## src/common/adc_acq_macros.svh

```systemverilog
`ifndef ADC_ACQ_MACROS_SVH
`define ADC_ACQ_MACROS_SVH

////////////////////////////////////////////////////////////
// buffer and data sizes
////////////////////////////////////////////////////////////

// circular sample buffer, 4096 samples
`define CBUF_AW 12
`define CBUF_DEPTH (1 << `CBUF_AW)

// trigger address fifo, 16 entries
`define FIFO_AW 4
`define FIFO_DEPTH (1 << `FIFO_AW)

`define SAMPLE_W 13          // over-range bit plus 12-bit adc value
`define SAMPLES_PER_WORD 4   // samples packed in one data word

`endif
```

## src/circ_buf/trig_addr_fifo.sv

```systemverilog
`timescale 1ns/1ps
`include "adc_acq_macros.svh"

module trig_addr_fifo (
  input  logic                adc_clk,
  input  logic                arst_n,
  input  logic                push,       // never pushed when full
  input  logic                pop,        // never popped when empty
  input  logic [`CBUF_AW-1:0] push_addr,
  output logic [`CBUF_AW-1:0] pop_addr,   // head entry, shown ahead of pop
  output logic                empty,
  output logic                full
);

  logic [`CBUF_AW-1:0] mem [`FIFO_DEPTH];
  logic [`FIFO_AW-1:0] wr_ptr;
  logic [`FIFO_AW-1:0] rd_ptr;
  logic [`FIFO_AW:0]   count;   // one extra bit to tell full from empty

  always_ff @(posedge adc_clk) begin
    if (push) begin
      mem[wr_ptr] <= push_addr;
    end
  end

  always_ff @(posedge adc_clk or negedge arst_n) begin
    if (!arst_n) begin
      wr_ptr <= '0;
      rd_ptr <= '0;
      count  <= '0;
    end else begin
      if (push) wr_ptr <= wr_ptr + 1'b1;
      if (pop) rd_ptr <= rd_ptr + 1'b1;
      count <= count + (push ? 1'b1 : 1'b0) - (pop ? 1'b1 : 1'b0);
    end
  end

  assign pop_addr = mem[rd_ptr];
  assign empty    = (count == '0);
  assign full     = (count == (`FIFO_AW+1)'(`FIFO_DEPTH));

endmodule

```

## config.mk

```make
export PLATFORM = sky130hd
export DESIGN_NAME = trig_addr_fifo
export DESIGN_NICKNAME = d
export VERILOG_FILES = /design/src/circ_buf/trig_addr_fifo.sv
export VERILOG_INCLUDE_DIRS = /design/src /design/src/common
export SDC_FILE = /design/constraint.sdc
export NUM_CORES = 1
export LEC_CHECK = 0
export BUFFER_PORTS_ARGS = -buffer_cell sky130_fd_sc_hd__buf_2
export CAP_MARGIN = 20
export CORE_AREA = 2 2 168 170
export CTS_BUF_LIST = sky130_fd_sc_hd__clkbuf_16
export DETAILED_ROUTE_END_ITERATION = 16
export DIE_AREA = 0 0 170 172
export PLACE_DENSITY_LB_ADDON = 0.08
export SKIP_LAST_GASP = 1
export SLEW_MARGIN = 0
export SYNTH_ARGS = -nofsm -noshare
export SYNTH_HDL_FRONTEND = slang
export SYNTH_SLANG_ARGS = --single-unit
export TNS_END_PERCENT = 30
```

## constraint.sdc

```tcl
create_clock -name adc_clk -period 4.75 [get_ports adc_clk]
set_input_delay 0.475 -clock adc_clk [delete_from_list [all_inputs] [get_ports adc_clk]]
set_output_delay 0.475 -clock adc_clk [all_outputs]
set_load 0.1 [all_outputs]
```

=== Yosys cells after proc, flatten, opt, wreduce, memory -nomap -nowiden ===
Memories as Yosys holds them, arrays and structs flattened.
Cells that the tools add are included.

* Add/subtract/negate cells: 4
* Equal/unequal tests: 1
* Muxes and demuxes: 4
* Reductions and logical operators: 1

{| class="wikitable"
|+ Operators by type and width
! cell !! number
|-
| adder 4 x 1 -> 4 bit, second input constant || 2
|-
| adder 5 x 1 -> 5 bit || 1
|-
| equality test 5 bit, second input constant || 1
|-
| zero test 5 bit || 1
|-
| subtractor 5 x 1 -> 5 bit || 1
|-
| two-way mux 1 bit || 4
|}

* Flip-flop bits (word level): 13
* Bits in writable memories: 192
* Input bits: 16
* Output and inout port bits: 14
* Logic and storage cells: 14
* Memories: 1

{| class="wikitable"
|+ Memory list
! name !! depth !! width !! read ports !! clocked after Yosys merged registers in !! write ports !! RTL line !! RTL
|-
| mem || 16 || 12 || 1 || 0 || 1 || trig_addr_fifo.sv:15 || <nowiki>logic [`CBUF_AW-1:0] mem [`FIFO_DEPTH];</nowiki>
|}

=== Longest topological paths before layout ===
Gate-level depths: netlist (run 1).

* Depth in word-level cells: 3
* Depth in mapped cells: 10
* Depth with buffers taken out: 10

=== Worst setup path after synthesis (run 1) ===
No wires, ideal clock.

* Path type: reg-to-output
* Start: register count[3]
* End: output port empty
* Data arrival time: 3658 ps
* Required time: 4275 ps
* Setup slack: 617 ps
* Cell stages (with the launch flop): 4
* Path buffers: 0
* Cells stage by stage: dfrtp_1 inv_1 ha_1 nor4b_1

* Word-level cells in the longest chain between the ends: 1

{| class="wikitable"
|+ RTL lines
! element !! RTL line !! RTL
|-
| start: declaration || trig_addr_fifo.sv:18 || <nowiki>logic [`FIFO_AW:0] count;</nowiki>
|-
| start signal: assignment || trig_addr_fifo.sv:34 || <nowiki>count <= count + (push ? 1'b1 : 1'b0) - (pop ? 1'b1 : 1'b0);</nowiki>
|-
| zero test 5 bit || trig_addr_fifo.sv:39 || <nowiki>assign empty = (count == '0);</nowiki>
|-
| end: declaration || trig_addr_fifo.sv:11 || <nowiki>output logic empty,</nowiki>
|}

No other way between the ends.

=== Final worst setup path (run 1) ===
* Start: register rd_ptr[1]
* End: output port pop_addr[8]

* Word-level cells in the longest chain between the ends: 1

{| class="wikitable"
|+ RTL lines
! element !! RTL line !! RTL
|-
| start: declaration || trig_addr_fifo.sv:17 || <nowiki>logic [`FIFO_AW-1:0] rd_ptr;</nowiki>
|-
| start signal: assignment || trig_addr_fifo.sv:33 || <nowiki>if (pop) rd_ptr <= rd_ptr + 1'b1;</nowiki>
|-
| memory read (16 x 12 bit) || n/a ||
|-
| end: declaration || trig_addr_fifo.sv:10 || <nowiki>output logic [`CBUF_AW-1:0] pop_addr,</nowiki>
|}

No other way between the ends.

==> flow_summary.yaml, run 1 <==
finish:
  area_delta_synth_final_pct: 17.4
  layout_common_cells: "192 x edfxtp_1, 29 x buf_2, 26 x mux4_2"
  layout-drive-gt1-share_pct: 24.7
  postLayoutCoreUtil_pct: 34.6
  final_common_cell: "edfxtp_1"
  diodes: 0
  final_nets: 471
setup_path:
  path_cells: "buf_4 -> mux4_1 -> a22oi_1 -> nand2_1 -> buf_2"
  critPathCapture: "pop_addr[8]"
  cp.depth: 5
  crit_start: "rd_ptr[1]"
  path_delay_family: "flip-flops"
  crit_buf_inv: 2
  reg2regPathDepth: 5
  criticalPathCategory: "reg -> out"
  r2r-start: "wr_ptr[0]"
  crit_slowest_cell: "dfrtp_2"
  arrival_ps: 2830
  start_kind: "flip-flop"
  crit_path_max_incr_delay_ps: 1030
  required_ps: 4280
  cp_max_fo: 39
  r2r_slack_ps: 2460
  end_kind: "primary output"
  reg2reg_to: "mem[10][10]"
sta:
  worst_pin_slew_ps: 1110
  fmax_mhz: 302
  max_slew_margin_pct: 26.0
  holdWs_ps: 237
  final.setup.worst_slack_ps: 1440
  period_needed_ps: 3310
  fin_setup_tns_ps: 0
  slew_violations: 0
  finalCritPeriodShare_pct: 69.6
  timing.final.hold_violations: 0
  rsz0062_at_grt: "false"
  setup_viol: 0
  fin_skew_ps: 6.49
floorplan:
  die_area_sq_mm: 0.0292
  start_util_pct: 29.5
  die_x_um: 170
  io_pins: 30
  fp.dieH_um: 172
  core_area_sq_mm: 0.0275
  row_count: 61
power_and_ir_drop:
  finalPower_mw: 6.48
  peakVddDrop_uv: 275
  cellPowerDensity_mw_per_mm2: 682
  p_leak_nw: 3.25
global_routing:
  grt_pass1_vias: 4130
  grt_max_degree: 40
  grt_antenna_before_repair: 2
  grt_busiest_layer: "met2"
  use_met1_pct: 19.4
  use_met3_pct: 2.17
  overflow: 0
  use_met2_pct: 22.3
  grt_usage_pct: 13.8
  grt_pass1_wl_mm: 28.3
synthesis:
  syn-mean-instance-area_sq_um: 21.0
  synth_nets: 413
  synth.distinct_cells: 28
  yosysWarnings: 0
  synthCells: 385
  synth_seq_area_share_pct: 75.2
  syn_area_sq_mm: 0.00810
  ys_ff_latch: 205
route:
  first_iter_violations: 338
  vias: 3922
  drtAntennaViolNets: 0
  finalWirelength_mm: 19.6
  post_drt_wl_per_cell_um: 24.3
  first_pass_iters: 4
  drc: 0
  vias_per_cell: 4.86
place:
  io_buffer_count: 29
  routabilityCongestion: 0.720
  dp_hpwl_mm: 11.6
  pre_cts_ws_ps: 1930
clock_network:
  cts_root_buf: "clkbuf_16"
  cts_resized: 0
  clkLatencyLatePin_ps: 510
  clkTransAtPathRegs_ps: 50
  htree_levels: 1
  clock_path_buffers: 3
  cts_tree: "done"
  cts_buffers: 24
  cts_sinks: 205
hold_path:
  hp-class: "in -> reg"
  holdPathStages: 2
flow_run:
  maxCapViolCount: 0
run_status:
  status: "completed"
where the power goes:
part	switching [mW]	internal (mW)
Combinational	1.65	0.729
Sequential	0.189	2.21
Clock	0.704	1.00
synthesized netlist by cell type:
| master | instances | area (sq um) |
|---|---|---|
| dfrtp_1 | 13 | 325 |
| buf_4 | 2 | 15.0 |
| mux4_2 | 26 | 586 |
| a21o_1 | 1 | 7.51 |
| xor2_1 | 4 | 35.0 |
| nand2b_1 | 5 | 31.3 |
| nor2_1 | 15 | 56.3 |
| o21ai_0 | 1 | 5.00 |
| ha_1 | 11 | 138 |
| nand2_1 | 21 | 78.8 |
| mux2_2 | 1 | 11.3 |
| nand4_1 | 2 | 12.5 |
| and4_1 | 1 | 8.76 |
| nor2b_1 | 2 | 12.5 |
| clkbuf_1 | 12 | 45.0 |
| nor3_1 | 2 | 10.0 |
| buf_1 | 1 | 3.75 |
| fa_1 | 1 | 20.0 |
| nor4b_1 | 1 | 8.76 |
| inv_1 | 11 | 41.3 |
| a22oi_1 | 24 | 180 |
| mux4_1 | 22 | 578 |
| o21bai_1 | 1 | 7.51 |
| xnor2_1 | 6 | 52.6 |
| a21oi_1 | 2 | 10.0 |
| buf_6 | 4 | 45.0 |
| edfxtp_1 | 192 | 5770 |
| and2_1 | 1 | 6.26 |
logic make-up (layout without fill, tap and decap cells):
group	Yosys count	after routing	synth area share (%)
xor gates and xnor gates	10	10	1.08
muxes	49	49	14.5
AOI/OAI and AO/OA	29	29	2.60
and+or+nand+nor	50	50	2.78
adders and majority gates	12	12	1.95
buffers and inverters	30	106	1.85
DFF	205	205	75.2
per-stage QoR:
step,area (sq um),std cells
5_1_grt,9500,807
4_1_cts,9500,807
3_5_place_dp,8750,762
6_report,9500,807
3_3_place_gp,8740,761
2_1_floorplan,8100,385
registers in the layout (all words and copies together), names as in the netlist:
name    count
count       5
mem       192
rd_ptr      4
wr_ptr      4
routing by layer:
metal | vias to the layer above | wire (um)
met5 | - | 0
met4 | 0 | 370
met3 | 28 | 830
met2 | 95 | 9230
met1 | 2093 | 9150
li1 | 1706 | -
final cells by class:
class | count | area [sq um]
fill | 2577 | 18000
sequential | 205 | 6090
multi-input combinational | 150 | 1880
clock buffer | 25 | 626
tap | 346 | 433
timing repair buffer | 51 | 317
clock inverter | 19 | 111
inverter | 11 | 41.3
what timing repair did:
item | 4_1_cts | 5_1_grt
endpoints found under the hold margin | 13 | 0
hold buffers | 1 | 0
setup buffers | 0 | 0
worst min path at each step:
| stage | slack, ps | from | endpoint |
|---|---|---|---|
| 2_1_floorplan | 180 | arst_n | count[0] |
| 3_3_place_gp | 390 | arst_n | wr_ptr[1] |
| 3_5_place_dp | 400 | arst_n | wr_ptr[0] |
| 4_1_cts | 240 | pop | rd_ptr[0] |
| 5_1_grt | 270 | pop | rd_ptr[0] |
| 6_report | 240 | pop | rd_ptr[0] |
Note: power is estimated with default switching activity, not from simulation.
==> run 2: changes to the inputs <==
- clock period: 4.75 -> 2.86 ns (I/O delays scaled with it)
==> flow_summary.yaml, run 2 (synthesis results as in run 1) <==
run_status:
  status: "completed"
place:
  io_buffer_count: 29
  pre_cts_ws_ps: 559
  routabilityCongestion: 0.720
  dp_hpwl_mm: 11.9
  dp_cells: 771
finish:
  multiInputGateArea_sq_mm: 0.00187
  final_common_cell: "edfxtp_1"
  final_nets: 483
  area_delta_synth_final_pct: 19.9
  largest-register: "mem"
  fin_cells: 819
  layout-drive-gt1-share_pct: 27.5
  layout_common_cells: "192 x edfxtp_1, 28 x buf_2, 26 x mux4_2, 26 x buf_4"
  diodes: 0
  largestRegisters: "mem x192, count x5"
  seq_area_sq_mm: 0.00609
  largest_reg_flops: 192
  postLayoutCoreUtil_pct: 35.3
  nFillCells: 2557
sta:
  fmax_mhz: 364
  finalCritPeriodShare_pct: 96.0
  worst_pin_slew_ps: 584
  setup_viol: 0
  fin_setup_tns_ps: 0
  fin_skew_ps: 17.0
  slew_violations: 0
  final.setup.worst_slack_ps: 115
  timing.final.hold_violations: 0
  period_needed_ps: 2740
  rsz0062_at_grt: "true"
  max_slew_margin_pct: 60.8
setup_path:
  crit_buf_inv: 2
  r2r-start: "count[0]"
  end_kind: "primary output"
  crit_slowest_cell: "dfrtp_2"
  criticalPathCategory: "reg -> out"
  cp_max_fo: 18
  arrival_ps: 2460
  required_ps: 2570
  start_kind: "flip-flop"
  path_delay_family: "flip-flops"
  crit_path_max_incr_delay_ps: 700
  crit_start: "rd_ptr[1]"
  path_cells: "buf_4 -> mux4_2 -> a22oi_1 -> nand2_1 -> buf_2"
power_and_ir_drop:
  p_leak_nw: 3.34
  finalPower_mw: 11.1
  peakVddDrop_uv: 639
  cellPowerDensity_mw_per_mm2: 1150
clock_network:
  clkLatencyLatePin_ps: 520
  htree_levels: 1
  clock_path_buffers: 3
  cts_sinks: 205
  cts_root_buf: "clkbuf_16"
  cts_tree: "done"
  cts_buffers: 24
  clkTransAtPathRegs_ps: 60
global_routing:
  grt_pass1_vias: 4261
  grt_usage_pct: 14.4
  grt_pass1_wl_mm: 29.4
  grt_max_degree: 20
  grt_antenna_before_repair: 2
  overflow: 0
route:
  first_pass_iters: 4
  vias_per_cell: 4.81
  drc: 0
  first_iter_violations: 233
  post_drt_wl_per_cell_um: 24.7
  vias: 3942
  drtAntennaViolNets: 0
  finalWirelength_mm: 20.2
floorplan:
  core_area_sq_mm: 0.0275
  start_util_pct: 29.5
  io_pins: 30
  fp.dieH_um: 172
  row_count: 61
  die_area_sq_mm: 0.0292
  die_x_um: 170
hold_path:
  hp-class: "in -> reg"
  hold_start: "pop"
flow_run:
  maxCapViolCount: 0
==> run 2: cell count changes in the layout (fill, tap and decap cells not counted), moves of 2 or more <==
| cell | previous run | this run |
|---|---|---|
| inv_1 | 15 | 13 |
| nor3_2 | 0 | 2 |
| buf_4 | 20 | 26 |
| buf_12 | 0 | 8 |
| nor3_4 | 2 | 0 |
==> run 2: routing by layer <==
| layer | track usage (%) | vias to the layer above | share of wire (%) | wire length (um) |
|---|---|---|---|---|
| met4 | 3.57 | 2 | 2.2 | 437 |
| li1 | - | 1733 | - | - |
| met5 | 0 | - | 0.074 | 15 |
| met2 | 25.1 | 76 | 50 | 10200 |
| met3 | 2.49 | 26 | 3.9 | 797 |
| met1 | 18.7 | 2105 | 44 | 8800 |
==> run 2: final cells by class <==
class	count	share of cell area, %
multi-input cells	150	19.3
flip-flops and latches	205	62.8
clock inverters	20	1.64
repair buffers	63	5.21
clock buffers	24	6.19
inverters	11	0.425
well taps	346	4.46
==> run 2: path summary, 6_finish.rpt <==
path	slack, ps	cells after the start	endpoint
worst max register to register	940	10	count[4]
max in group asynchronous	2360	2	rd_ptr[1]
worst max-delay path	120	5	pop_addr[6]
worst min register to register	560	1	wr_ptr[0]
min in group asynchronous	220	2	wr_ptr[2]
worst min-delay path	60	2	rd_ptr[0]
==> run 2: timing repair <==
| item | in CTS | in global routing |
|---|---|---|
| gates resized for setup | 0 | 1 |
| hold endpoints to repair | 13 | 0 |
| setup buffers | 0 | 3 |
| setup endpoints to repair | 0 | 8 |
| hold buffers | 1 | 0 |
==> run 2: stage by stage <==
step	area (sq um)	hold WS, ps
floorplan	8100	-9.59
global route	9710	79.8
detailed placement	8910	219
global placement	8910	219
CTS	9680	40.7
finish	9710	63.1
==> run 2: report_power, final <==
group	total, mW	switching [mW]	internal, mW
Combinational	4.29	2.87	1.43
Sequential	3.92	0.256	3.66
Clock	2.92	1.20	1.71
==> run 2: worst register-to-register path, stage by stage, from the launching register on <==
cell and delay (ps):
dfrtp_1 380, inv_1 70, ha_1 260, inv_1 50
ha_1 160, inv_1 60, fa_1 430, inv_1 70
a21oi_1 60, o21bai_1 150, xnor2_1 140
