**src/common/adc_acq_macros.svh**
```systemverilog
`ifndef ADC_ACQ_MACROS_SVH
`define ADC_ACQ_MACROS_SVH

////////////////////////////////////////////////////////////
// buffer and data sizes
////////////////////////////////////////////////////////////

// circular sample buffer, 4096 samples
`define CBUF_AW 12
`define CBUF_DEPTH (1 << `CBUF_AW)

// trigger address fifo, 16 entries
`define FIFO_AW 4
`define FIFO_DEPTH (1 << `FIFO_AW)

`define SAMPLE_W 13          // over-range bit plus 12-bit adc value
`define SAMPLES_PER_WORD 4   // samples packed in one data word

`endif
```
**src/common/acq_types_pkg.sv**
```systemverilog
package acq_types_pkg;

  `include "adc_acq_macros.svh"

  localparam int PAYLOAD_W = `SAMPLES_PER_WORD * `SAMPLE_W; // 52 bits

  typedef struct packed {
    logic        ovr;  // adc over-range flag
    logic [11:0] dat;  // adc value
  } sample_t;

  typedef enum logic [3:0] {
    TAG_HDR   = 4'h1,  // waveform header
    TAG_DATA  = 4'h2,  // four samples
    TAG_TRAIL = 4'h3   // fill checksum
  } word_tag_e;

  typedef struct packed {
    logic [23:0] fill_num;
    logic [15:0] waveform_num;
    logic [11:0] channel_tag;
  } hdr_payload_t;

  // first sample of the word sits in the highest field
  typedef sample_t [`SAMPLES_PER_WORD-1:0] data_payload_t;

  typedef struct packed {
    word_tag_e              tag;
    logic [PAYLOAD_W-1:0]   payload;
  } acq_word_t;

endpackage

```
**src/logic/sample_source.sv**
```systemverilog
`timescale 1ns/1ps
`include "adc_acq_macros.svh"

module sample_source
  import acq_types_pkg::*;
(
  input  logic                adc_clk,
  input  logic                arst_n,
  input  sample_t             adc_sample,  // already registered at the pins
  input  logic [11:0]         cfg_tag,     // channel tag, mode bits 3 and 4
  input  logic                cbuf_wr_en,
  input  logic                trig_pulse,
  output logic [`CBUF_AW-1:0] wr_addr,
  output sample_t             wr_sample
);

  sample_t               adc_q;         // adc sample pipeline stage
  logic                  use_dummy;     // counter instead of adc
  logic                  dummy_rst_md;  // counter restarts at each trigger
  logic [`SAMPLE_W-2:0]  dummy_cnt;     // same width as the data field
  logic [`SAMPLE_W-2:0]  dummy_now;

  always_ff @(posedge adc_clk) begin
    adc_q <= adc_sample;
  end

  // zero lands exactly on the trigger address
  assign dummy_now = (dummy_rst_md & trig_pulse) ? '0 : dummy_cnt;
  assign wr_sample = use_dummy ? sample_t'{ovr: 1'b0, dat: dummy_now} : adc_q;

  always_ff @(posedge adc_clk or negedge arst_n) begin
    if (!arst_n) begin
      use_dummy    <= 1'b0;
      dummy_rst_md <= 1'b0;
      wr_addr      <= '0;
      dummy_cnt    <= '0;
    end else begin
      use_dummy    <= cfg_tag[3];
      dummy_rst_md <= cfg_tag[4];
      if (cbuf_wr_en) begin
        wr_addr   <= wr_addr + 1'b1;  // wraps around the buffer
        dummy_cnt <= dummy_now + 1'b1;
      end
    end
  end

endmodule

```
**config.mk**
```make
export PLATFORM = sky130hd
export DESIGN_NAME = sample_source
export DESIGN_NICKNAME = d
export VERILOG_FILES = /design/src/common/acq_types_pkg.sv /design/src/logic/sample_source.sv
export VERILOG_INCLUDE_DIRS = /design/src /design/src/common
export SDC_FILE = /design/constraint.sdc
export NUM_CORES = 1
export LEC_CHECK = 0
export BUFFER_PORTS_ARGS = -buffer_cell sky130_fd_sc_hd__buf_2
export CAP_MARGIN = 0
export CORE_ASPECT_RATIO = 1.75
export CORE_MARGIN = 5
export CORE_UTILIZATION = 30
export CTS_CLUSTER_DIAMETER = 80
export CTS_CLUSTER_SIZE = 16
export DETAILED_ROUTE_END_ITERATION = 6
export SLEW_MARGIN = 20
export SYNTH_ARGS = -nofsm -noshare
export SYNTH_HDL_FRONTEND = slang
export SYNTH_SLANG_ARGS = --single-unit
```
**constraint.sdc**
```tcl
create_clock -name adc_clk -period 2.4 [get_ports adc_clk]
set_clock_uncertainty 0.1 [all_clocks]
set_input_delay 0.12 -clock adc_clk [delete_from_list [all_inputs] [get_ports adc_clk]]
set_output_delay 0.12 -clock adc_clk [all_outputs]
set_load 0.005 [all_outputs]
```
# Word level (Yosys, flattened, before mapping)
# Index checks and enable logic that the tools add are counted.
# op_classes
bitwise_logic	1
n_mux	2
addsub	2
# op_table
cell	count
adder 12 x 1 -> 12 bit (second input constant)	2
2-to-1 mux 13 bit	1
2-to-1 mux 12 bit	1
bitwise AND 1 bit	1
# totals
regBits	39
elab_cells	11

# Longest topological paths before layout
# Gate-level depths: netlist of run 1.
# depth
word_depth	3
mapped_depth	9

# Least setup slack after synthesis of run 1
# No wires, ideal clock.
# synth_path
kind	register to register
start	reg dummy_rst_md
end	reg dummy_cnt[10]
period_less_slack_ns	1.986
path_buffers	2
stages_incl_launch_ff	10
required_time_ns	2.231
slack_ns	0.414
arrival_ns	1.817
cell_sequence	dfrtp_1 -> nand2_1 -> buf_6 -> and2_1 -> ha_1 -> and3_1 -> buf_2 -> nand2_1 -> or4_1 -> nand3_1
# synth_via
elab_chain_len	3
# synth_lines
item	line_no	rtl
start: declaration	sample_source.sv:19	logic dummy_rst_md;
start signal: assignment	sample_source.sv:39	dummy_rst_md <= cfg_tag[4];
bitwise AND 1 bit	sample_source.sv:28	assign dummy_now = (dummy_rst_md & trig_pulse) ? '0 : dummy_cnt;
2-to-1 mux 12 bit	sample_source.sv:28	
adder 12 x 1 -> 12 bit	sample_source.sv:42	dummy_cnt <= dummy_now + 1'b1;
end signal: assignment	sample_source.sv:42	
end: declaration	sample_source.sv:20	logic [`SAMPLE_W-2:0] dummy_cnt;
# No other way between the ends.
# A chain may end at the register's enable or synchronous reset.

# Final worst setup path of run 1
# Same ends and word-level chain as after synthesis.

==> results of run 1 <==
report_power, final:
group / total (uW) / switching [uW] / internal, uW
combinational: 342 / 150 / 192
clock: 438 / 235 / 202
sequential: 891 / 127 / 764
total: 1670 / 512 / 1160
registers in the layout, indices dropped and copies added, names as in the netlist:
signal,cells
adc_q,13
dummy_cnt,12
dummy_rst_md,1
use_dummy,1
wr_addr,12
cell type report:
cell class / instances / area [um2] / share of cell area
Sequential cell: 39 / 911 / 0.416
Multi-Input combinational cell: 107 / 663 / 0.303
Timing Repair Buffer: 60 / 383 / 0.175
Tap cell: 76 / 95.1 / 0.0434
Clock buffer: 5 / 68.8 / 0.0314
Inverter: 13 / 48.8 / 0.0223
Clock inverter: 3 / 20.0 / 0.00914
timing repair:
| item | 4_1_cts | 5_1_grt |
|---|---|---|
| hold buffers | 16 | 0 |
| endpoints found under the hold margin | 41 | 0 |
| gates resized for setup | 0 | 0 |
| buffers inserted | 0 | 0 |
kinds of logic (layout without fill, tap and decap cells):
logic type                 Yosys count  after routing  synth area share
xor gates and xnor gates            11             11            0.0580
buffers and inverters               20             81            0.0527
adders and majority gates            2              2            0.0151
DFF                                 39             39             0.548
AOI/OAI and AO/OA                   32             32             0.113
muxes                                4              4            0.0271
and+or+nand+nor                     58             58             0.186
metal layers:
| metal | GRT usage | wire, um | vias to the layer above |
|---|---|---|---|
| li1 | - | - | 693 |
| met1 | 0.123 | 1450 | 620 |
| met2 | 0.203 | 1840 | 37 |
| met3 | 0.0374 | 213 | 6 |
| met4 | 0.0581 | 83 | 0 |
| met5 | 0 | 0 | - |
stage by stage:
step                total power, uW  setup WS (ns)  utilization
finish                         1670          0.412        0.398
global route                   1800          0.244        0.398
CTS                            1710          0.388        0.398
detailed placement             1230          0.407        0.353
global placement               1220          0.434        0.353
floorplan                      1080          0.414            -
critical path, cell delays in order (launching register included):
cell and delay (ns):
dfrtp_1 0.38, nand2_1 0.10, and2_1 0.15, ha_1 0.19, and3_1 0.28, nand2_1 0.12, or4_1 0.51, nand3_1 0.09
final timing paths:
| kind | start | to | slack, ns | depth (start not counted) |
|---|---|---|---|---|
| min | cbuf_wr_en | wr_addr[0] | 0.10 | 2 |
| max | dummy_rst_md | dummy_cnt[10] | 0.41 | 7 |
| max reg2reg | dummy_rst_md | dummy_cnt[10] | 0.41 | 7 |
| max in group asynchronous | arst_n | wr_addr[9] | 1.53 | 2 |
| min in group asynchronous | arst_n | dummy_cnt[9] | 0.26 | 2 |
| min reg2reg | wr_addr[11] | wr_addr[11] | 0.37 | 1 |
synthesized netlist by cell type, drive strengths merged:
| master | instances |
|---|---|
| clkbuf | 4 |
| nand3 | 15 |
| dfxtp | 13 |
| xor2 | 4 |
| a21boi | 1 |
| nor2b | 1 |
| o22ai | 1 |
| a21oi | 5 |
| o21ai | 17 |
| o31ai | 3 |
| or4 | 2 |
| inv | 13 |
| nor3 | 1 |
| a31oi | 1 |
| nor2 | 5 |
| o211ai | 2 |
| xnor2 | 7 |
| buf | 3 |
| and4 | 2 |
| mux2 | 4 |
| nand4 | 6 |
| ha | 2 |
| nor4 | 1 |
| nand2 | 16 |
| and2 | 3 |
| dfrtp | 26 |
| and3 | 6 |
| a211o | 1 |
| a311o | 1 |
==> impl_metrics.csv, run 1 <==
group,metric,value,unit
run_status,status,"completed",
synthesis,synthDistinctLibCells,34,
drt,initialDrtViolationCount,27,
sta,fmax,0.503,GHz
sta,period_needed,1.99,ns
grt,grt_start_max_net_pins,27,
sta,tightest_slew,0.638,ns
sta,slew_viol_final,0,
setup_path,crit_type,"flop to flop",
layout,final_common_cell,"buf_2",
drt,vias,1356,
floorplanning,core,5500,um2
synthesis,syn_nets,197,
clock_tree,clock_sinks,39,
sta,tns,0,ns
clock_tree,root_buffer,"clkbuf_8",
drt,drc_errors,0,
clock_tree,htree_levels,2,
min_path,min_path_type,"primary input to flop",
setup_path,arrival,2.11,ns
layout,n_antenna_cell,0,
placement,dpl.hpwl,2.52,mm
grt,grt_pass1_vias,1447,
sta,slew_headroom,0.575,
drt,wl_per_cell,11.8,um
setup_path,cp_max_fo,6,
job,maxCapViolations,0,
placement,numPortBuffers,43,
setup_path,critical_path_required,2.53,ns
floorplanning,num_rows,36,
clock_tree,cts_buffer_depth,2,
clock_tree,clkTransAtPathRegs,0.08,ns
layout,mostFrequentLayoutCells,"buf_2 (43), dfrtp_1 (26), o21ai_0 (17), nand2_1 (16), dlygate4sd3_1 (16)",
sta,timing.final.setup_violations,0,
floorplanning,start_util,0.302,
drt,ant_nets,0,
power_and_ir_drop,peakVddDrop,0.467,mV
placement,placed_cells,279,
sta,period_share,0.828,
grt,track_usage,0.117,
placement,globalplace.congestion,0.698,
layout,fin_nets,257,
grt,grt_first_pass_wirelength,6.40,mm
floorplanning,fp.dieH,108,um
grt,antenna_found_initial,0,
drt,firstDrtPassIters,4,
setup_path,cp-end-kind,"flop",
setup_path,critPathLaunchType,"flop",
synthesis,yosys-top-cells-area,"dfrtp_1 (39%), dfxtp_1 (16%), o21ai_0 (5.1%), nand3_1 (4.5%), xnor2_1 (3.7%)",
synthesis,synth_area_leader_cell,"dfrtp_1",
drt,routed_wl,3.59,mm
power_and_ir_drop,powerDensity,763,nW/um2
synthesis,synth.top_cell.area_share,0.392,
layout,fin_cells,303,
clock_tree,numCtsBuffers,5,
layout,area_growth,31.8,%
synthesis,yosys_warnings,0,
layout,fin_area,2190,um2
floorplanning,die_width,66.3,um
synthesis,syn_area_per_cell,10.0,um2
sta,grt_setup_unrepaired,"no",
drt,avgViaCountPerCell,4.48,
floorplanning,boundaryPins,54,
synthesis,ys_ff_latch,39,
layout,fillers,590,
clock_tree,cts_tree,"done",
layout,drive_gt1_frac,0.269,
sta,timing.hold.ws,0.104,ns
grt,grt_overflow,0,
synthesis,yosysSeqAreaShare,0.548,
clock_tree,clk_latency,0.29,ns
synthesis,mappedNetlistArea,1660,um2
synthesis,syn_inst,166,
power_and_ir_drop,p_leak,0.00104,uW
sta,hold_viol,0,
placement,postPlaceCellArea,1940,um2
floorplanning,dieArea,7190,um2
Power figures use the tool's default switching activity.
==> run 2, diff against run 1 <==
clock period = 1.98 ns   (was 2.4 ns; I/O delays follow)
==> run 2 against run 1 <==
Critical path depth did not move. Sequential share of layout area is 1.1 points lower. Worst setup slack lost 0.29 ns. Die area is the same. Register-to-register slack got worse by 0.29 ns. Largest power group unchanged.
==> impl_metrics.csv, run 2 (synthesis results as in run 1) <==
group,metric,value,unit
run_status,status,"completed",
sta,fmax,0.539,GHz
grt,antenna_found_initial,0,
clock_tree,root_buffer,"clkbuf_8",
power_and_ir_drop,peakVddDrop,0.434,mV
sta,hold_viol,0,
floorplanning,num_rows,36,
floorplanning,die_width,66.3,um
drt,avgViaCountPerCell,4.57,
clock_tree,cts_setup_buffers,0,
clock_tree,clock_sinks,39,
layout,drive_gt1_frac,0.283,
floorplanning,start_util,0.302,
placement,place_ws,0.114,ns
drt,routed_wl,3.66,mm
sta,period_needed,1.86,ns
layout,largest_register,"adc_q",
sta,slew_headroom,0.591,
grt,grt_overflow,0,
sta,tightest_slew,0.614,ns
setup_path,path_cells,"nand2_2 > and2_1 > ha_2 > and3_1 > nand2_1 > or4_1 > nand3_1",
setup_path,critical_path_required,2.10,ns
sta,setup_ws,0.124,ns
grt,grt_pass1_vias,1370,
grt,grt_first_pass_wirelength,6.00,mm
clock_tree,htree_levels,2,
placement,numPortBuffers,43,
drt,wl_per_cell,12.0,um
min_path,min_path_type,"primary input to flop",
setup_path,arrival,1.97,ns
setup_path,crit_type,"flop to flop",
clock_tree,clk_latency,0.28,ns
layout,multi_input_comb_area,668,um2
layout,fillers,568,
placement,dpl.hpwl,2.64,mm
drt,firstDrtPassIters,4,
clock_tree,clkTransAtPathRegs,0.07,ns
layout,seq_area,911,um2
setup_path,cp_max_fo,4,
clock_tree,post_cts_resized,0,
power_and_ir_drop,powerDensity,964,nW/um2
drt,vias,1399,
clock_tree,cts_tree,"done",
setup_path,critPathLaunchType,"flop",
power_and_ir_drop,p_leak,0.00108,uW
layout,reg_top3,"adc_q x13, dummy_cnt x12, wr_addr x12",
job,maxCapViolations,0,
grt,grt_start_max_net_pins,27,
sta,grt_setup_unrepaired,"no",
drt,initialDrtViolationCount,28,
sta,timing.final.setup_violations,0,
sta,slew_viol_final,0,
floorplanning,core,5500,um2
sta,period_share,0.937,
floorplanning,fp.dieH,108,um
grt,track_usage,0.109,
clock_tree,cts_buffer_depth,2,
layout,n_antenna_cell,0,
clock_tree,numCtsBuffers,5,
drt,drc_errors,0,
power_and_ir_drop,finalPower,2170,uW
floorplanning,dieArea,7190,um2
setup_path,cp-end-kind,"flop",
sta,tns,0,ns
setup_path,slowest_stage,"or4_1",
layout,final_common_cell,"buf_2",
layout,mostFrequentLayoutCells,"buf_2 (43), dfrtp_1 (26), o21ai_0 (17), dlygate4sd3_1 (16)",
floorplanning,boundaryPins,54,
drt,ant_nets,0,
setup_path,slowest_delay,0.50,ns
placement,globalplace.congestion,0.766,
sta,timing.hold.ws,0.101,ns
layout,largest_reg_flops,13,
layout,fin_nets,260,
layout,area_growth,35.5,%
## run 2: path summary, 6_finish.rpt
check | startpoint | to | slack [ns] | depth (start not counted)
worst max-delay path | dummy_rst_md | dummy_cnt[10] | 0.12 | 7
worst min-delay path | cbuf_wr_en | dummy_cnt[2] | 0.10 | 2
worst max register to register | dummy_rst_md | dummy_cnt[10] | 0.12 | 7
worst min register to register | wr_addr[11] | wr_addr[11] | 0.37 | 1
max in group asynchronous | arst_n | dummy_cnt[6] | 1.12 | 2
min in group asynchronous | arst_n | dummy_cnt[5] | 0.26 | 2
## run 2: final cells by class
type / instances / area share
clock buffers: 8 / 0.0545
flip-flops and latches: 39 / 0.405
inverters: 13 / 0.0217
repair buffers: 63 / 0.180
multi-input cells: 107 / 0.297
well taps: 76 / 0.0422
## run 2: metrics by stage
step           cell area [um2]  utilization  instances
4_1_cts                   2250        0.410        306
5_1_grt                   2250        0.410        306
3_5_place_dp              1970        0.358        282
3_3_place_gp              1970        0.358        282
2_1_floorplan             1670            -        166
6_report                  2250        0.410        306
## run 2: power by group
| part | leakage (uW) | switching, uW | internal, uW |
|---|---|---|---|
| Clock | 0.0000618 | 265 | 402 |
| Sequential | 0.000436 | 150 | 926 |
| Combinational | 0.000581 | 189 | 238 |
| Total | 0.00108 | 604 | 1570 |
## run 2: critical path: cells and delay by family (launching register included)
family | cells | cell delay, ns
adders and majority gates | 1 | 0.20
DFF | 1 | 0.38
and+or+nand+nor | 6 | 1.11
## run 2: repair_timing
action                     4_1_cts  5_1_grt
setup endpoints to repair        0        0
hold buffers                    16        0
hold endpoints to repair        41        0
## run 2: metal layers
layer,up-vias,track usage,share of wire
li1,700,-,-
met1,652,0.119,0.39
met2,43,0.193,0.54
met3,4,0.0301,0.058
met4,0,0.0480,0.013
met5,-,0,0
==> run 3, diff against run 2 <==
CTS_BUF_LIST = sky130_fd_sc_hd__clkbuf_8   (was not set)
==> run 3 against run 2 <==
Largest cell class unchanged. First-iteration DRC count unchanged. Register-to-register slack hardly changed. Wire length grew 0.27%. Via count increased by 0.14%. Non-clock buffer count stayed put. Sequential share of layout area shrank 0.18 points. Fmax is essentially flat. Count of clock-buffer cells in the layout is 3 lower. Cell area increased by 0.44%. Utilization is 0.18 points higher. Largest power group unchanged.
==> impl_metrics.csv, run 3 (synthesis results as in run 1) <==
group,metric,value,unit
clock_tree,cts_buffer_depth,2,
layout,final_common_cell,"buf_2",
placement,placed_cells,282,
floorplanning,fp.dieH,108,um
setup_path,cp_max_fo,4,
sta,tns,0,ns
power_and_ir_drop,peakVddDrop,0.464,mV
power_and_ir_drop,p_clk_frac,0.337,
layout,postLayoutCoreUtil,0.411,
min_path,min_path_type,"primary input to flop",
grt,grt_first_pass_wirelength,6.00,mm
sta,period_share,0.937,
min_path,hold_start,"cbuf_wr_en",
setup_path,critical_path_required,2.10,ns
setup_path,slowest_stage,"or4_1",
power_and_ir_drop,power.switching,603,uW
setup_path,path_cells,"nand2_2 > and2_1 > ha_2 > and3_1 > nand2_1 > or4_1 > nand3_1",
sta,fmax,0.539,GHz
setup_path,critPathLaunchType,"flop",
layout,largest_register,"adc_q",
floorplanning,boundaryPins,54,
power_and_ir_drop,p_int,1660,uW
clock_tree,clock_sinks,39,
sta,setup_ws,0.125,ns
layout,n_antenna_cell,0,
clock_tree,root_buffer,"clkbuf_8",
sta,slew_viol_final,0,
grt,track_usage,0.109,
grt,grt_overflow,0,
run_status,status,"completed",
layout,drive_gt1_frac,0.283,
job,maxCapViolations,0,
sta,timing.final.setup_violations,0,
placement,place_ws,0.114,ns
sta,grt_setup_unrepaired,"no",
clock_tree,clkTransAtPathRegs,0.08,ns
layout,mostFrequentLayoutCells,"buf_2 (43), dfrtp_1 (26), o21ai_0 (17), dlygate4sd3_1 (16)",
sta,tightest_slew,0.612,ns
floorplanning,num_rows,36,
placement,numPortBuffers,43,
clock_tree,htree_levels,2,
sta,period_needed,1.86,ns
power_and_ir_drop,powerDensity,1000,nW/um2
drt,drc_errors,0,
clock_tree,numCtsBuffers,5,
layout,largest_reg_flops,13,
placement,globalplace.congestion,0.766,
clock_tree,post_cts_resized,0,
drt,firstDrtPassIters,4,
floorplanning,dieArea,7190,um2
setup_path,crit_type,"flop to flop",
layout,reg_top3,"adc_q x13, dummy_cnt x12, wr_addr x12",
grt,grt_start_max_net_pins,27,
drt,wl_per_cell,12.0,um
setup_path,r2r_start,"dummy_rst_md",
drt,vias,1401,
floorplanning,start_util,0.302,
grt,grt_pass1_vias,1370,
grt,antenna_found_initial,0,
sta,slew_headroom,0.592,
drt,avgViaCountPerCell,4.58,
layout,fin_nets,260,
setup_path,arrival,1.97,ns
power_and_ir_drop,p_comb_frac,0.189,
setup_path,worstSetupStartpoint,"dummy_rst_md",
setup_path,cp-end-kind,"flop",
sta,timing.hold.ws,0.102,ns
clock_tree,cts_tree,"done",
power_and_ir_drop,p_leak,0.00109,uW
drt,routed_wl,3.67,mm
setup_path,slowest_delay,0.50,ns
sta,hold_viol,0,
drt,ant_nets,0,
power_and_ir_drop,p_seq_frac,0.475,
power_and_ir_drop,p_sw_frac,0.266,
floorplanning,core,5500,um2
placement,dpl.hpwl,2.64,mm
drt,initialDrtViolationCount,28,
layout,area_growth,36.1,%
clock_tree,clk_latency,0.28,ns
layout,fin_cells,306,
floorplanning,die_width,66.3,um
-- run 3: cell count changes in the layout (fill, tap and decap cells not counted), sizes merged --
| cell | previous run | this run |
|---|---|---|
| bufinv | 0 | 2 |
| inv | 13 | 14 |
| clkbuf | 8 | 5 |
-- run 3: final cells by class --
type | count | area [um2]
inverters | 13 | 48.8
clock buffers | 5 | 68.8
well taps | 76 | 95.1
flip-flops and latches | 39 | 911
clock inverters | 3 | 63.8
fillers | 567 | 3230
repair buffers | 63 | 405
multi-input cells | 107 | 668
-- run 3: critical path, delay by kind of cell, from the launching register on --
kind / cells / cell delay [ns]
AND/OR/NAND/NOR: 6 / 1.11
flip-flops: 1 / 0.38
adder cells (fa/ha/maj): 1 / 0.20
-- run 3: routing by layer --
metal  up-vias  routed length [um]  track usage
met2        41                1970        0.193
met1       656                1450        0.119
met5         -                   0            0
met4         0                  49       0.0480
li1        700                   -            -
met3         4                 210       0.0301
-- run 3: worst paths after layout --
path / end / slack (ns) / cells after the start
setup / recovery: dummy_cnt[10] / 0.12 / 7
hold / removal: dummy_cnt[2] / 0.10 / 2
setup reg to reg: dummy_cnt[10] / 0.12 / 7
hold reg to reg: wr_addr[11] / 0.37 / 1
max in group asynchronous: dummy_cnt[10] / 1.12 / 2
min in group asynchronous: dummy_cnt[5] / 0.26 / 2
-- run 3: power by group through the flow --
stage               Sequential, uW  Combinational, uW  Clock, uW
global placement              1090                400          0
global route                  1090                489        827
CTS                           1080                439        799
finish                        1080                427        763
floorplan                     1060                248          0
detailed placement            1090                415          0
-- run 3: stage by stage --
step	cell area, um2	total power [uW]
after detailed placement	1970	1510
after global placement	1970	1490
after CTS	2260	2310
after floorplan	1670	1310
after global routing	2260	2410
final	2260	2270
-- run 3: repair_timing --
action,in CTS,in global routing
hold endpoints to repair,41,0
hold buffers,16,0
setup buffers,0,0
