$ cat src/common/adc_acq_macros.svh
`ifndef ADC_ACQ_MACROS_SVH
`define ADC_ACQ_MACROS_SVH

////////////////////////////////////////////////////////////
// buffer and data sizes
////////////////////////////////////////////////////////////

// circular sample buffer, 4096 samples
`define CBUF_AW 12
`define CBUF_DEPTH (1 << `CBUF_AW)

// trigger address fifo, 16 entries
`define FIFO_AW 4
`define FIFO_DEPTH (1 << `FIFO_AW)

`define SAMPLE_W 13          // over-range bit plus 12-bit adc value
`define SAMPLES_PER_WORD 4   // samples packed in one data word

`endif
$ cat src/readout/readout_timer.sv
`timescale 1ns/1ps
`include "adc_acq_macros.svh"

module readout_timer (
  input  logic                adc_clk,
  input  logic                arst_n,
  input  logic                start,          // begin a waveform
  input  logic [`CBUF_AW-1:0] base_addr,      // first pre-trigger sample
  input  logic [9:0]          num_words,
  output logic [`CBUF_AW-1:0] rd_addr,
  output logic                sample_strobe,  // rd_sample valid this cycle
  output logic                word_last,      // with the strobe that closes a word
  output logic                busy            // reads issued or data still due
);

  localparam int SPW_W = $clog2(`SAMPLES_PER_WORD);

  logic             issuing;   // rd_addr is a live read this cycle
  logic [SPW_W-1:0] samp_cnt;  // sample within the word
  logic [9:0]       word_cnt;  // word within the waveform
  logic             samp_end;

  assign samp_end = (samp_cnt == SPW_W'(`SAMPLES_PER_WORD - 1));

  always_ff @(posedge adc_clk or negedge arst_n) begin
    if (!arst_n) begin
      issuing       <= 1'b0;
      rd_addr       <= '0;
      samp_cnt      <= '0;
      word_cnt      <= '0;
      sample_strobe <= 1'b0;
      word_last     <= 1'b0;
    end else begin
      sample_strobe <= issuing;             // ram read latency of one
      word_last     <= issuing & samp_end;
      if (start) begin
        issuing  <= 1'b1;
        rd_addr  <= base_addr;
        samp_cnt <= '0;
        word_cnt <= '0;
      end else if (issuing) begin
        rd_addr  <= rd_addr + 1'b1;         // wraps at the buffer size
        samp_cnt <= samp_cnt + 1'b1;
        if (samp_end) begin
          if (word_cnt == num_words - 10'd1) issuing <= 1'b0;  // last word read
          else word_cnt <= word_cnt + 10'd1;
        end
      end
    end
  end

  assign busy = issuing | sample_strobe;

endmodule

$ cat config.mk
export PLATFORM = sky130hd
export DESIGN_NAME = readout_timer
export DESIGN_NICKNAME = d
export VERILOG_FILES = /design/src/readout/readout_timer.sv
export VERILOG_INCLUDE_DIRS = /design/src /design/src/common
export SDC_FILE = /design/constraint.sdc
export NUM_CORES = 1
export LEC_CHECK = 0
export ABC_AREA = 1
export BUFFER_PORTS_ARGS = -buffer_cell sky130_fd_sc_hd__clkbuf_2
export CELL_PAD_IN_SITES_DETAIL_PLACEMENT = 1
export CELL_PAD_IN_SITES_GLOBAL_PLACEMENT = 2
export CORE_MARGIN = 2
export CORE_UTILIZATION = 31
export DETAILED_ROUTE_END_ITERATION = 8
export PLACE_DENSITY_LB_ADDON = 0.1
export SKIP_LAST_GASP = 1
export SLEW_MARGIN = 20
export SYNTH_ARGS = -nofsm -noshare
export SYNTH_HDL_FRONTEND = slang
export SYNTH_SLANG_ARGS = --single-unit
$ cat constraint.sdc
create_clock -name adc_clk -period 1.7 [get_ports adc_clk]
set_input_delay 0.17 -clock adc_clk [delete_from_list [all_inputs] [get_ports adc_clk]]
set_output_delay 0.17 -clock adc_clk [all_outputs]
set_load 0.05 [all_outputs]
Word level (Yosys, flattened, before mapping)
Cells that the tools add are included.
- logic and storage cells: 30
- output and inout port bits: 15
- input port bits: 25
- bits in registers: 27
- equal/unequal tests: 3
- muxes and demuxes: 12
- reduce and logical (&&, ||, !) cells: 3
- bitwise logic cells: 2
- add/sub/neg operators: 4
- operator list (kind ; number):
    2-to-1 mux 10 bit ; 4
    2-to-1 mux 12 bit ; 2
    adder 12 x 1 -> 12 bit (second input constant) ; 1
    adder 10 x 1 -> 10 bit (second input constant) ; 1
    == test 10 bit ; 1
    subtractor 10 x 1 -> 10 bit (second input constant) ; 1
    2-to-1 mux 1 bit ; 4
    2-to-1 mux 2 bit ; 2
    nonzero test 2 bit ; 2
    AND reduction 3 bit ; 1
    adder 2 x 1 -> 2 bit (second input constant) ; 1
    == test 2 bit (second input constant) ; 1
    != test 2 bit (second input constant) ; 1
    AND 1 bit ; 1
    OR 1 bit ; 1

Depth between registers and ports, before layout
Gate-level depths: netlist of the first run.
- depth in word-level cells: 6
- mapped depth: 13
- depth with buffers taken out: 13

Least setup slack after synthesis of the first run
No wires, ideal clock.
- path kind: flip-flop to flip-flop
- start: register rd_addr[0]
- end: register rd_addr[10]
- stages on the path, launching flop included: 8
- buffers on the path: 0
- clock period less this slack: 1.774 ns
- library setup time: 0.128 ns
- required time: 1.572 ns
- data arrival time: 1.647 ns
- path slack: -0.074 ns
- path through: dfrtp_1 -> ha_1 -> nand2_1 -> nor3b_2 -> nand3_1 -> nor2_1 -> xnor2_1 -> o21ai_1
- cells in the longest elaborated chain, start to end: 3
- ends and longest elaborated chain (what ; line ; source):
    start, declared ; readout_timer.sv:10 ; output logic [`CBUF_AW-1:0] rd_addr,
    start signal, assigned ; readout_timer.sv:38 ; rd_addr <= base_addr;
    start signal, assigned ; readout_timer.sv:42 ; rd_addr <= rd_addr + 1'b1;
    adder 12 x 1 -> 12 bit ; readout_timer.sv:42 ;
    2-to-1 mux 12 bit ; readout_timer.sv:41 ; end else if (issuing) begin
    2-to-1 mux 12 bit ; readout_timer.sv:36 ; if (start) begin
Every way passes these cells. The select of a mux whose other input is x is not followed.
A chain may end at the register's enable or synchronous reset.

Final worst setup path of the first run
- start: register word_cnt[0]
- end: register word_cnt[4]
- cells in the longest elaborated chain, start to end: 5
- elaborated cells on any way between the ends: 8
- those cells by class: add/sub: 1; eq/ne: 2; mux: 4; reduce/logical: 1
- ends and longest elaborated chain (what ; line ; source):
    start, declared ; readout_timer.sv:20 ; logic [9:0] word_cnt;
    start signal, assigned ; readout_timer.sv:46 ; else word_cnt <= word_cnt + 10'd1;
    adder 10 x 1 -> 10 bit ; readout_timer.sv:46 ;
    2-to-1 mux 10 bit ; readout_timer.sv:45 ; if (word_cnt == num_words - 10'd1) issuing <= 1'b0;
    2-to-1 mux 10 bit ; readout_timer.sv:44 ; if (samp_end) begin
    2-to-1 mux 10 bit ; readout_timer.sv:41 ;
    2-to-1 mux 10 bit ; readout_timer.sv:36 ;
Parallel ways exist; a longest one is shown, timed or not. The select of a mux whose other input is x is not followed.

==> results of run 1 <==
==> repair_timing <==
action                     CTS  global route
pin swaps                    0             4
resized for setup            1             5
hold buffers                 1             0
buffers inserted             0             4
setup endpoints to repair    1            12
hold endpoints to repair    27             0
gates cloned                 0             2
==> cells in the mapped netlist (2+ instances only) <==
cell type  count  share of area
inv_1         27          0.053
ha_1           4          0.026
nand3b_1       2         0.0079
nand4_1       15          0.050
and3_1         2         0.0066
nand2_1       61           0.12
nand3_1       24          0.063
clkbuf_1       2         0.0040
dfrtp_1       27           0.36
nor2_2         3         0.0099
a22oi_1        5          0.020
buf_2          3         0.0079
xnor2_1        4          0.018
inv_2          5         0.0099
a21oi_1        5          0.013
xor2_1        16          0.074
nor2_4         3          0.018
o311ai_0       2         0.0092
o21ai_0        5          0.013
nor3_1         2         0.0053
nand3_2        3          0.016
nor2_1        18          0.036
==> kinds of logic after synthesis <==
kind of cell             synth area share
AND/OR/NAND/NOR                     0.364
buffers and inverters              0.0852
flip-flops                          0.356
AO/OA/AOI/OAI                      0.0752
XOR/XNOR                           0.0924
adder cells (fa/ha/maj)            0.0264
==> power by group <==
group | switching (uW) | internal (uW)
Clock | 212 | 164
Combinational | 275 | 123
Sequential | 46.2 | 681
Total | 534 | 968
==> worst reg2reg max path: cells and delay by family, from the launching register on <==
kind	cells	cell delay, ps
flip-flops	1	420
AND/OR/NAND/NOR	9	830
buffers and inverters	2	220
==> how the worst max path moves through the flow <==
stage / depth (start not counted) / endpoint
finish: 11 / word_cnt[4]
global route: 11 / word_cnt[7]
CTS: 11 / word_cnt[8]
detailed placement: 14 / word_cnt[8]
global placement: 14 / word_cnt[9]
floorplan: 7 / rd_addr[11]
==> routing by layer <==
metal,wire length [um],track usage
met4,18,0.0250
met2,2670,0.307
met5,0,0
met1,2310,0.189
met3,119,0.0130
==> stage by stage <==
stage          cell area, um^2  cells   util  setup WS [ps]
5_1_grt                   2380    382  0.402          -20.6
2_1_floorplan             1900    251      -           53.7
4_1_cts                   2310    376  0.390           12.1
3_3_place_gp              2240    371  0.379           -126
3_5_place_dp              2240    371  0.379           -133
6_report                  2380    382  0.402            129
==> final cells by class <==
type,instances,area share
Sequential cell,27,0.285
Multi-Input combinational cell,187,0.466
Tap cell,75,0.0394
Clock inverter,1,0.00210
Timing Repair Buffer,57,0.140
Inverter,32,0.0504
Clock buffer,3,0.0173
==> registers in the layout, indices dropped and copies added, names as in the netlist <==
signal	flops
rd_addr	12
word_cnt	10
samp_cnt	2
issuing	1
sample_strobe	1
word_last	1
==> results.md, run 1 <==
* Post-Synthesis Cell Area at approximately 0.0019 mm^2
* Clock skew at approximately 7 ps
* Max incr delay on CP at 420 ps
* HPWL Detailed at around 3800 um
* Initial drt markers at 57
* Total clock sinks at 27
* Vias per inst at 4.85
* Reg2Reg Depth at 11
* Antenna Cells at 0
* DRC viols at 0
* Max_slew headroom at 0.520
* CTS buffer count at 3
* Die Y at 82.2 um
* Unrepaired setup endpoints after global routing: true
* Register area at 679 um^2
* Critical path arrival at 1740 ps
* Routed wire length at approximately 5000 um
* Post-route setup TNS at 0 ps
* Final Critical Period at between 1500 and 2000 ps
* Status: complete, no violations
* Highest clock rate at 0.636 GHz
* Sequential area share after synthesis at 0.356
* Clock Tree Buf Depth at 2
* YS warnings at 0
* Worst vdd ir at 0.271 mV
* CTS root buf: clkbuf_8
* Syn Area/Cell at between 7 and 8 um^2
* Syn Inst Count at 251
* Layout cells sized above 1 at 0.280
* Core box area at 0.00592 mm^2
* CP Cell Sequence: inv_1 > nand2_1 > nand2_1 > nand2_1 > nor2_2 > nand3_2 > nor2_4 > buf_4 > nand3_2 > nand4_1 > nand2_1
* Most used DFF post-synth: dfrtp_1
* Vias in the first global route at ~1800
* Multi-input gate area at around 0.0011 mm^2
* Final critical-path share of the clock period at 0.924
* Cells on Worst Hold Path at 3
* DR pass1 iterations at 4
* Hold Path End: rd_addr[0]
* Hold Fails Final Rpt at 0
* Die area at just under 0.007 mm^2
* CTS clk-pin slew, worst paths at 100 ps
* Total number of H-tree levels at 1
* R2r setup slk at 130 ps
* Most frequent cells in the layout: nand2_1, clkbuf_2, inv_1
* EDFF count, synth at 0
* CP Max Fanout at 6
* Total power at 1500 uW
* Final setup vio count at 0
* Worst hold slack at ~110 ps
* Share of synthesized registers carrying an async set or reset at 1.00
* Row count at 28
* # IOs at 40
* Crit path top cell by count: nand2_1
* DR vias at 1851
* Routed WL per cell at about 13 um
* Worst Path Required at 1870 ps
* Starting Density at 0.320
* Crit end category: register
* Initial antenna violation count at 0
* Final GP Congestion at 0.749
* Worst R2R End: word_cnt[4]
* Startpoint types: register
* Buf+Inv Stages, Crit Path at 2
* HP Class: in2reg
* CTS tree: done
* Post-layout nets at 337
* Reg-to-Reg Start: word_cnt[0]
* Delay-heaviest family, CP: simple AND/OR/NAND/NOR gates
* Pin count of the biggest net entering global routing at 28
* Final antenna-violating net count at 0
* Max-cap viol count at 0
* Power per cell area at 630 mW/mm^2
* Filler cells at 767
* Final-report max-slew violation count at 0
* Hold Path Origin: base_addr[0]
* Leak Pwr at roughly 0.0012 uW
* Worst setup path class: reg2reg
* CP startpoint: word_cnt[0]
* Synthesis-to-layout area growth at 25.7%
* Yosys cell types at 35
* PortBufs at 39
* Worst slew pin tran at just over 700 ps
* Most common cell after layout, fill and taps aside: nand2_1
* Post-Syn Nets at 280
* Critical-path cell with the highest stage delay: dfrtp_1
* Clock Latency Late Sink at 280 ps
* Total track usage at 0.158
* Die Wd at 82.2 um
* Global route overflow at 0
* #FFs+latches synth at 27
* First-pass GRT wire length at 8310 um
No activity file was read; power rests on OpenSTA's default activity.
==> run 2: changes to the inputs <==
==> constraint.sdc (replaced) <==
create_clock -name adc_clk -period 1.7 [get_ports adc_clk]
set_input_delay 0.085 -clock adc_clk [delete_from_list [all_inputs] [get_ports adc_clk]]
set_output_delay 0.085 -clock adc_clk [all_outputs]
set_load 0.05 [all_outputs]
==> run 2 against run 1 <==
Effect of this change:
- fmax is essentially flat
- flip-flop and latch count is the same
- sequential power about the same
- clock skew shrank 5.2 ps
- count of clock-buffer cells in the layout stayed put
- clock power about the same
- cell count is 0.79% lower
- largest cell class unchanged
==> results.md, run 2 (synthesis gave the netlist of run 1 again) <==
* Critical-path cell with the highest stage delay: dfrtp_1
* Cell area after layout at 0.00236 mm^2
* # IOs at 40
* Filler cells at 775
* HPWL Detailed at about 3800 um
* Total track usage at 0.161
* Total power at 1500 uW
* Most frequent cells in the layout: nand2_1, clkbuf_2, inv_1
* CTS root buf: clkbuf_8
* Max_slew headroom at 0.527
* Initial drt markers at 76
* DR pass1 iterations at 4
* DR vias at around 1800
* Row count at 28
* Total number of H-tree levels at 1
* DRC viols at 0
* Worst hold slack at ~32 ps
* Vias in the first global route at about 1800
* Routed wire length at 5150 um
* Final critical-path share of the clock period at 0.924
* Worst Setup EP: word_cnt[2]
* Worst slew pin tran at roughly 710 ps
* Reg-to-Reg Start: word_cnt[8]
* First-pass GRT wire length at 8390 um
* Die area at 0.00676 mm^2
* Clock Tree Buf Depth at 2
* CP Max Fanout at 7
* R2r setup slk at 130 ps
* Worst R2R End: word_cnt[2]
* Most common cell after layout, fill and taps aside: nand2_1
* Global route overflow at 0
* Die Wd at about 82 um
* Pin count of the biggest net entering global routing at 28
* Vias per inst at 4.85
* Final setup vio count at 0
* Core box area at 0.00592 mm^2
* Final-report max-slew violation count at 0
* Highest clock rate at about 0.64 GHz
* CP Cell Sequence: xnor2_1 > o21bai_1 > nand2_1 > nor2_2 > nand3_4 > nand2_8 > nand3_1 > nand2_1
* Final core occ at 0.399
* CTS buffer count at 3
* Startpoint types: register
* Synthesis-to-layout area growth at 24.6%
* Delay-heaviest family, CP: simple AND/OR/NAND/NOR gates
* Critical path arrival at 1780 ps
* Worst vdd ir at around 0.33 mV
* Post-layout nets at 334
* Leak Pwr at 0.00122 uW
* Largest Register: rd_addr
* Clock skew at about 1.7 ps
* Routed WL per cell at 13.6 um
* Final GP Congestion at 0.739
* Power per cell area at 633 mW/mm^2
* Layout cells sized above 1 at 0.283
* Final Critical Period at 1570 ps
* Initial antenna violation count at 0
* Final antenna-violating net count at 0
* Crit path top cell by count: nand2_1
* Starting Density at 0.320
* CP Depth at 8
* Unrepaired setup endpoints after global routing: true
* Area after DPL at 0.00223 mm^2
* Hold Fails Final Rpt at 0
* Reg2Reg Depth at 8
* Max-cap viol count at 0
* Max incr delay on CP at 400 ps
* Buf+Inv Stages, Crit Path at 0
* HP Class: in2reg
* Crit end category: register
* Top Registers: rd_addr x12, word_cnt x10, samp_cnt x2
* CTS tree: done
* Total clock sinks at 27
* PortBufs at 39
* Clock Latency Late Sink at between 200 and 300 ps
* Antenna Cells at 0
* Worst setup path class: reg2reg
* Die Y at 82.2 um
* Worst Path Required at 1910 ps
* Status: complete, no violations
* Largest register FFs at 12
* Post-route setup TNS at 0 ps
* CTS clk-pin slew, worst paths at ~100 ps
* CP startpoint: word_cnt[8]
## run 2: power by group
group	leakage (uW)	switching (uW)	total, uW	internal [uW]
logic	0.000862	275	393	118
registers	0.000335	46.0	727	681
clock network	0.0000255	211	375	164
## run 2: layout make-up
type / instances / area, um^2 / share of cell area
Clock buffer: 3 / 41.3 / 0.0175
Timing Repair Buffer: 54 / 310 / 0.131
Inverter: 32 / 120 / 0.0508
Tap cell: 75 / 93.8 / 0.0397
Sequential cell: 27 / 679 / 0.288
Clock inverter: 1 / 5.00 / 0.00212
Multi-Input combinational cell: 187 / 1110 / 0.471
## run 2: worst reg2reg max path, cell delays in order, from the launching register on
cell	delay (ps)
dfrtp_1	400
xnor2_1	180
o21bai_1	150
nand2_1	80
nor2_2	210
nand3_4	190
nand2_8	140
nand3_1	70
nand2_1	80
## run 2: worst min-delay path by stage
stage | cells after the start | end | start
after CTS | 3 | rd_addr[0] | base_addr[0]
after floorplan | 0 | issuing | arst_n
after global routing | 3 | rd_addr[1] | base_addr[1]
after global placement | 1 | samp_cnt[0] | arst_n
final | 3 | rd_addr[6] | base_addr[6]
after detailed placement | 1 | rd_addr[0] | arst_n
## run 2: through the flow
stage	setup slack, ps	instances
after global placement	-65.2	369
after detailed placement	-81.8	369
after CTS	3.94	375
after floorplan	53.7	251
after global routing	-15.1	379
final	129	379
## run 2: timing repair
item / 4_1_cts / 5_1_grt
hold endpoints to repair: 27 / 0
hold buffers: 1 / 0
gates resized for setup: 1 / 7
setup buffers: 0 / 3
gates cloned: 1 / 1
pin swaps: 0 / 6
endpoints found under the setup margin: 8 / 12
## run 2: layer usage
layer  wire [um]  up-vias  GRT usage
li1            -      936          -
met1        2350      870      0.203
met5           0        -          0
met2        2630       29      0.298
met4          31        0     0.0283
met3         135        4     0.0163
==> run 3: changes to the inputs <==
--- a/config.mk
+++ b/config.mk
@@ -7,7 +7,7 @@
 export NUM_CORES = 1
 export LEC_CHECK = 0
 export ABC_AREA = 1
-export BUFFER_PORTS_ARGS = -buffer_cell sky130_fd_sc_hd__clkbuf_2
+export BUFFER_PORTS_ARGS = -buffer_cell sky130_fd_sc_hd__buf_2
 export CELL_PAD_IN_SITES_DETAIL_PLACEMENT = 1
 export CELL_PAD_IN_SITES_GLOBAL_PLACEMENT = 2
 export CORE_MARGIN = 2
==> run 3 against run 2 <==
Effect of this change:
- die area unchanged
- global-route usage rose by 0.48 points
- critical path depth stayed put
- sequential power is essentially flat
- fmax is 0.29% lower
- first-iteration DRC count is 21% lower
- setup slack got worse by 4.5 ps
- sequential share of layout area increased by 0.18 points
- count of clock-buffer cells in the layout unchanged
- cell area shrank 0.64%
- clock skew up 2.3 ps
==> results.md, run 3 (synthesis gave the netlist of run 1 again) <==
* Worst setup path class: reg2reg
* R2r setup slk at 120 ps
* Largest Register: rd_addr
* Max_slew headroom at 0.578
* Highest clock rate at 0.635 GHz
* CTS buffer count at 3
* Post-route setup TNS at 0 ps
* Clock Latency Late Sink at 270 ps
* Core box area at 0.00592 mm^2
* Layout cells sized above 1 at 0.270
* CTS tree: done
* HPWL Detailed at ~3800 um
* Initial drt markers at 60
* Synthesis-to-layout area growth at 23.8%
* First-pass GRT wire length at between 8000 and 9000 um
* Area after DPL at 0.00223 mm^2
* Crit end category: register
* Max-cap viol count at 0
* Antenna Cells at 0
* Die Y at 82.2 um
* Placed cells at 369
* Initial antenna violation count at 0
* Die Wd at 82.2 um
* CTS clk-pin slew, worst paths at 100 ps
* Hold Fails Final Rpt at 0
* Setup ws final at 125 ps
* Final setup vio count at 0
* Total clock sinks at 27
* Final core occ at 0.396
* Startpoint types: register
* Status: complete, no violations
* Worst vdd ir at between 0.3 and 0.4 mV
* Worst slack, placed at -61.6 ps
* Cell area after layout at between 0.002 and 0.0025 mm^2
* CP startpoint: word_cnt[2]
* Routed wire length at 5170 um
* Total track usage at 0.166
* Worst Path Required at 1910 ps
* CTS root buf: clkbuf_8
* Leak Pwr at 0.00121 uW
* Reg-to-Reg Start: word_cnt[2]
* Largest register FFs at 12
* Final critical-path share of the clock period at 0.927
* Worst R2R End: word_cnt[4]
* Final-report max-slew violation count at 0
* Total number of H-tree levels at 1
* Clock skew at 3.99 ps
* Power per cell area at 635 mW/mm^2
* Starting Density at 0.320
* Most common cell after layout, fill and taps aside: nand2_1
* Critical path arrival at between 1500 and 2000 ps
* Clock Tree Buf Depth at 2
* Vias per inst at 4.90
* Row count at 28
* # IOs at 40
* Final antenna-violating net count at 0
* Reg2Reg Depth at 8
* Vias in the first global route at 1892
* Routed WL per cell at 13.7 um
* Final GP Congestion at 0.738
* Worst slew pin tran at ~630 ps
* Worst Setup EP: word_cnt[4]
* Most frequent cells in the layout: nand2_1, buf_2, inv_1
* Finished Layout Cells at 379
* Final Critical Period at ~1600 ps
* Unrepaired setup endpoints after global routing: true
* Pin count of the biggest net entering global routing at 28
* DR pass1 iterations at 4
* Die area at 0.00676 mm^2
* CP Max Fanout at 7
* Top Registers: rd_addr x12, word_cnt x10, samp_cnt x2
* DRC viols at 0
* Post-layout nets at 334
* DR vias at 1856
* PortBufs at 39
* Global route overflow at 0
* HP Class: in2reg
## run 3: layout make-up
type                       count  area (um^2)
fill                         772         3570
multi-input combinational    187         1100
sequential                    27          679
timing repair buffer          54          310
inverter                      32          120
tap                           75         93.8
clock buffer                   3         41.3
clock inverter                 1         5.00
## run 3: stage by stage
stage,hold WS [ps],total power [uW]
2_1_floorplan,-211,993
3_3_place_gp,152,1120
3_5_place_dp,145,1120
4_1_cts,24.0,1510
5_1_grt,42.0,1580
6_report,32.2,1490
## run 3: report_power, final
group          leakage, uW  switching [uW]  total [uW]  internal [uW]
Sequential        0.000335            45.3         726            681
Clock            0.0000255             206         370            164
Combinational     0.000852             274         393            119
## run 3: per-layer routing
metal	track usage	up-vias	wire, um
met5	0	-	0
met4	0.0250	0	24
met3	0.0130	2	129
met2	0.308	26	2740
met1	0.211	883	2280
li1	-	945	-
## run 3: repair_timing
item                                    in CTS  in global routing
endpoints found under the setup margin       4                 12
gates cloned                                 1                  1
buffers inserted                             0                  3
hold buffers                                 1                  0
resized for setup                            2                  2
endpoints found under the hold margin       27                  0
pin swaps                                    0                  3
## run 3: worst min-delay path by stage
stage                            start    endpoint  slack [ps]  cells after the start
after floorplan                 arst_n     issuing        -210                      0
after global placement          arst_n  rd_addr[3]         150                      1
after detailed placement        arst_n  rd_addr[0]         150                      1
after CTS                 base_addr[0]  rd_addr[0]          20                      3
after global routing      base_addr[1]  rd_addr[1]          40                      3
final                     base_addr[0]  rd_addr[0]          30                      3
## run 3: critical path, stage by stage, from the launching register on
cell     delay (ps)
dfrtp_1         450
and3_1          220
nor2_2          120
nand2_2          70
nor2_4          160
nand3_4         180
nand2_4         150
nand3_1          80
nand2_1          60
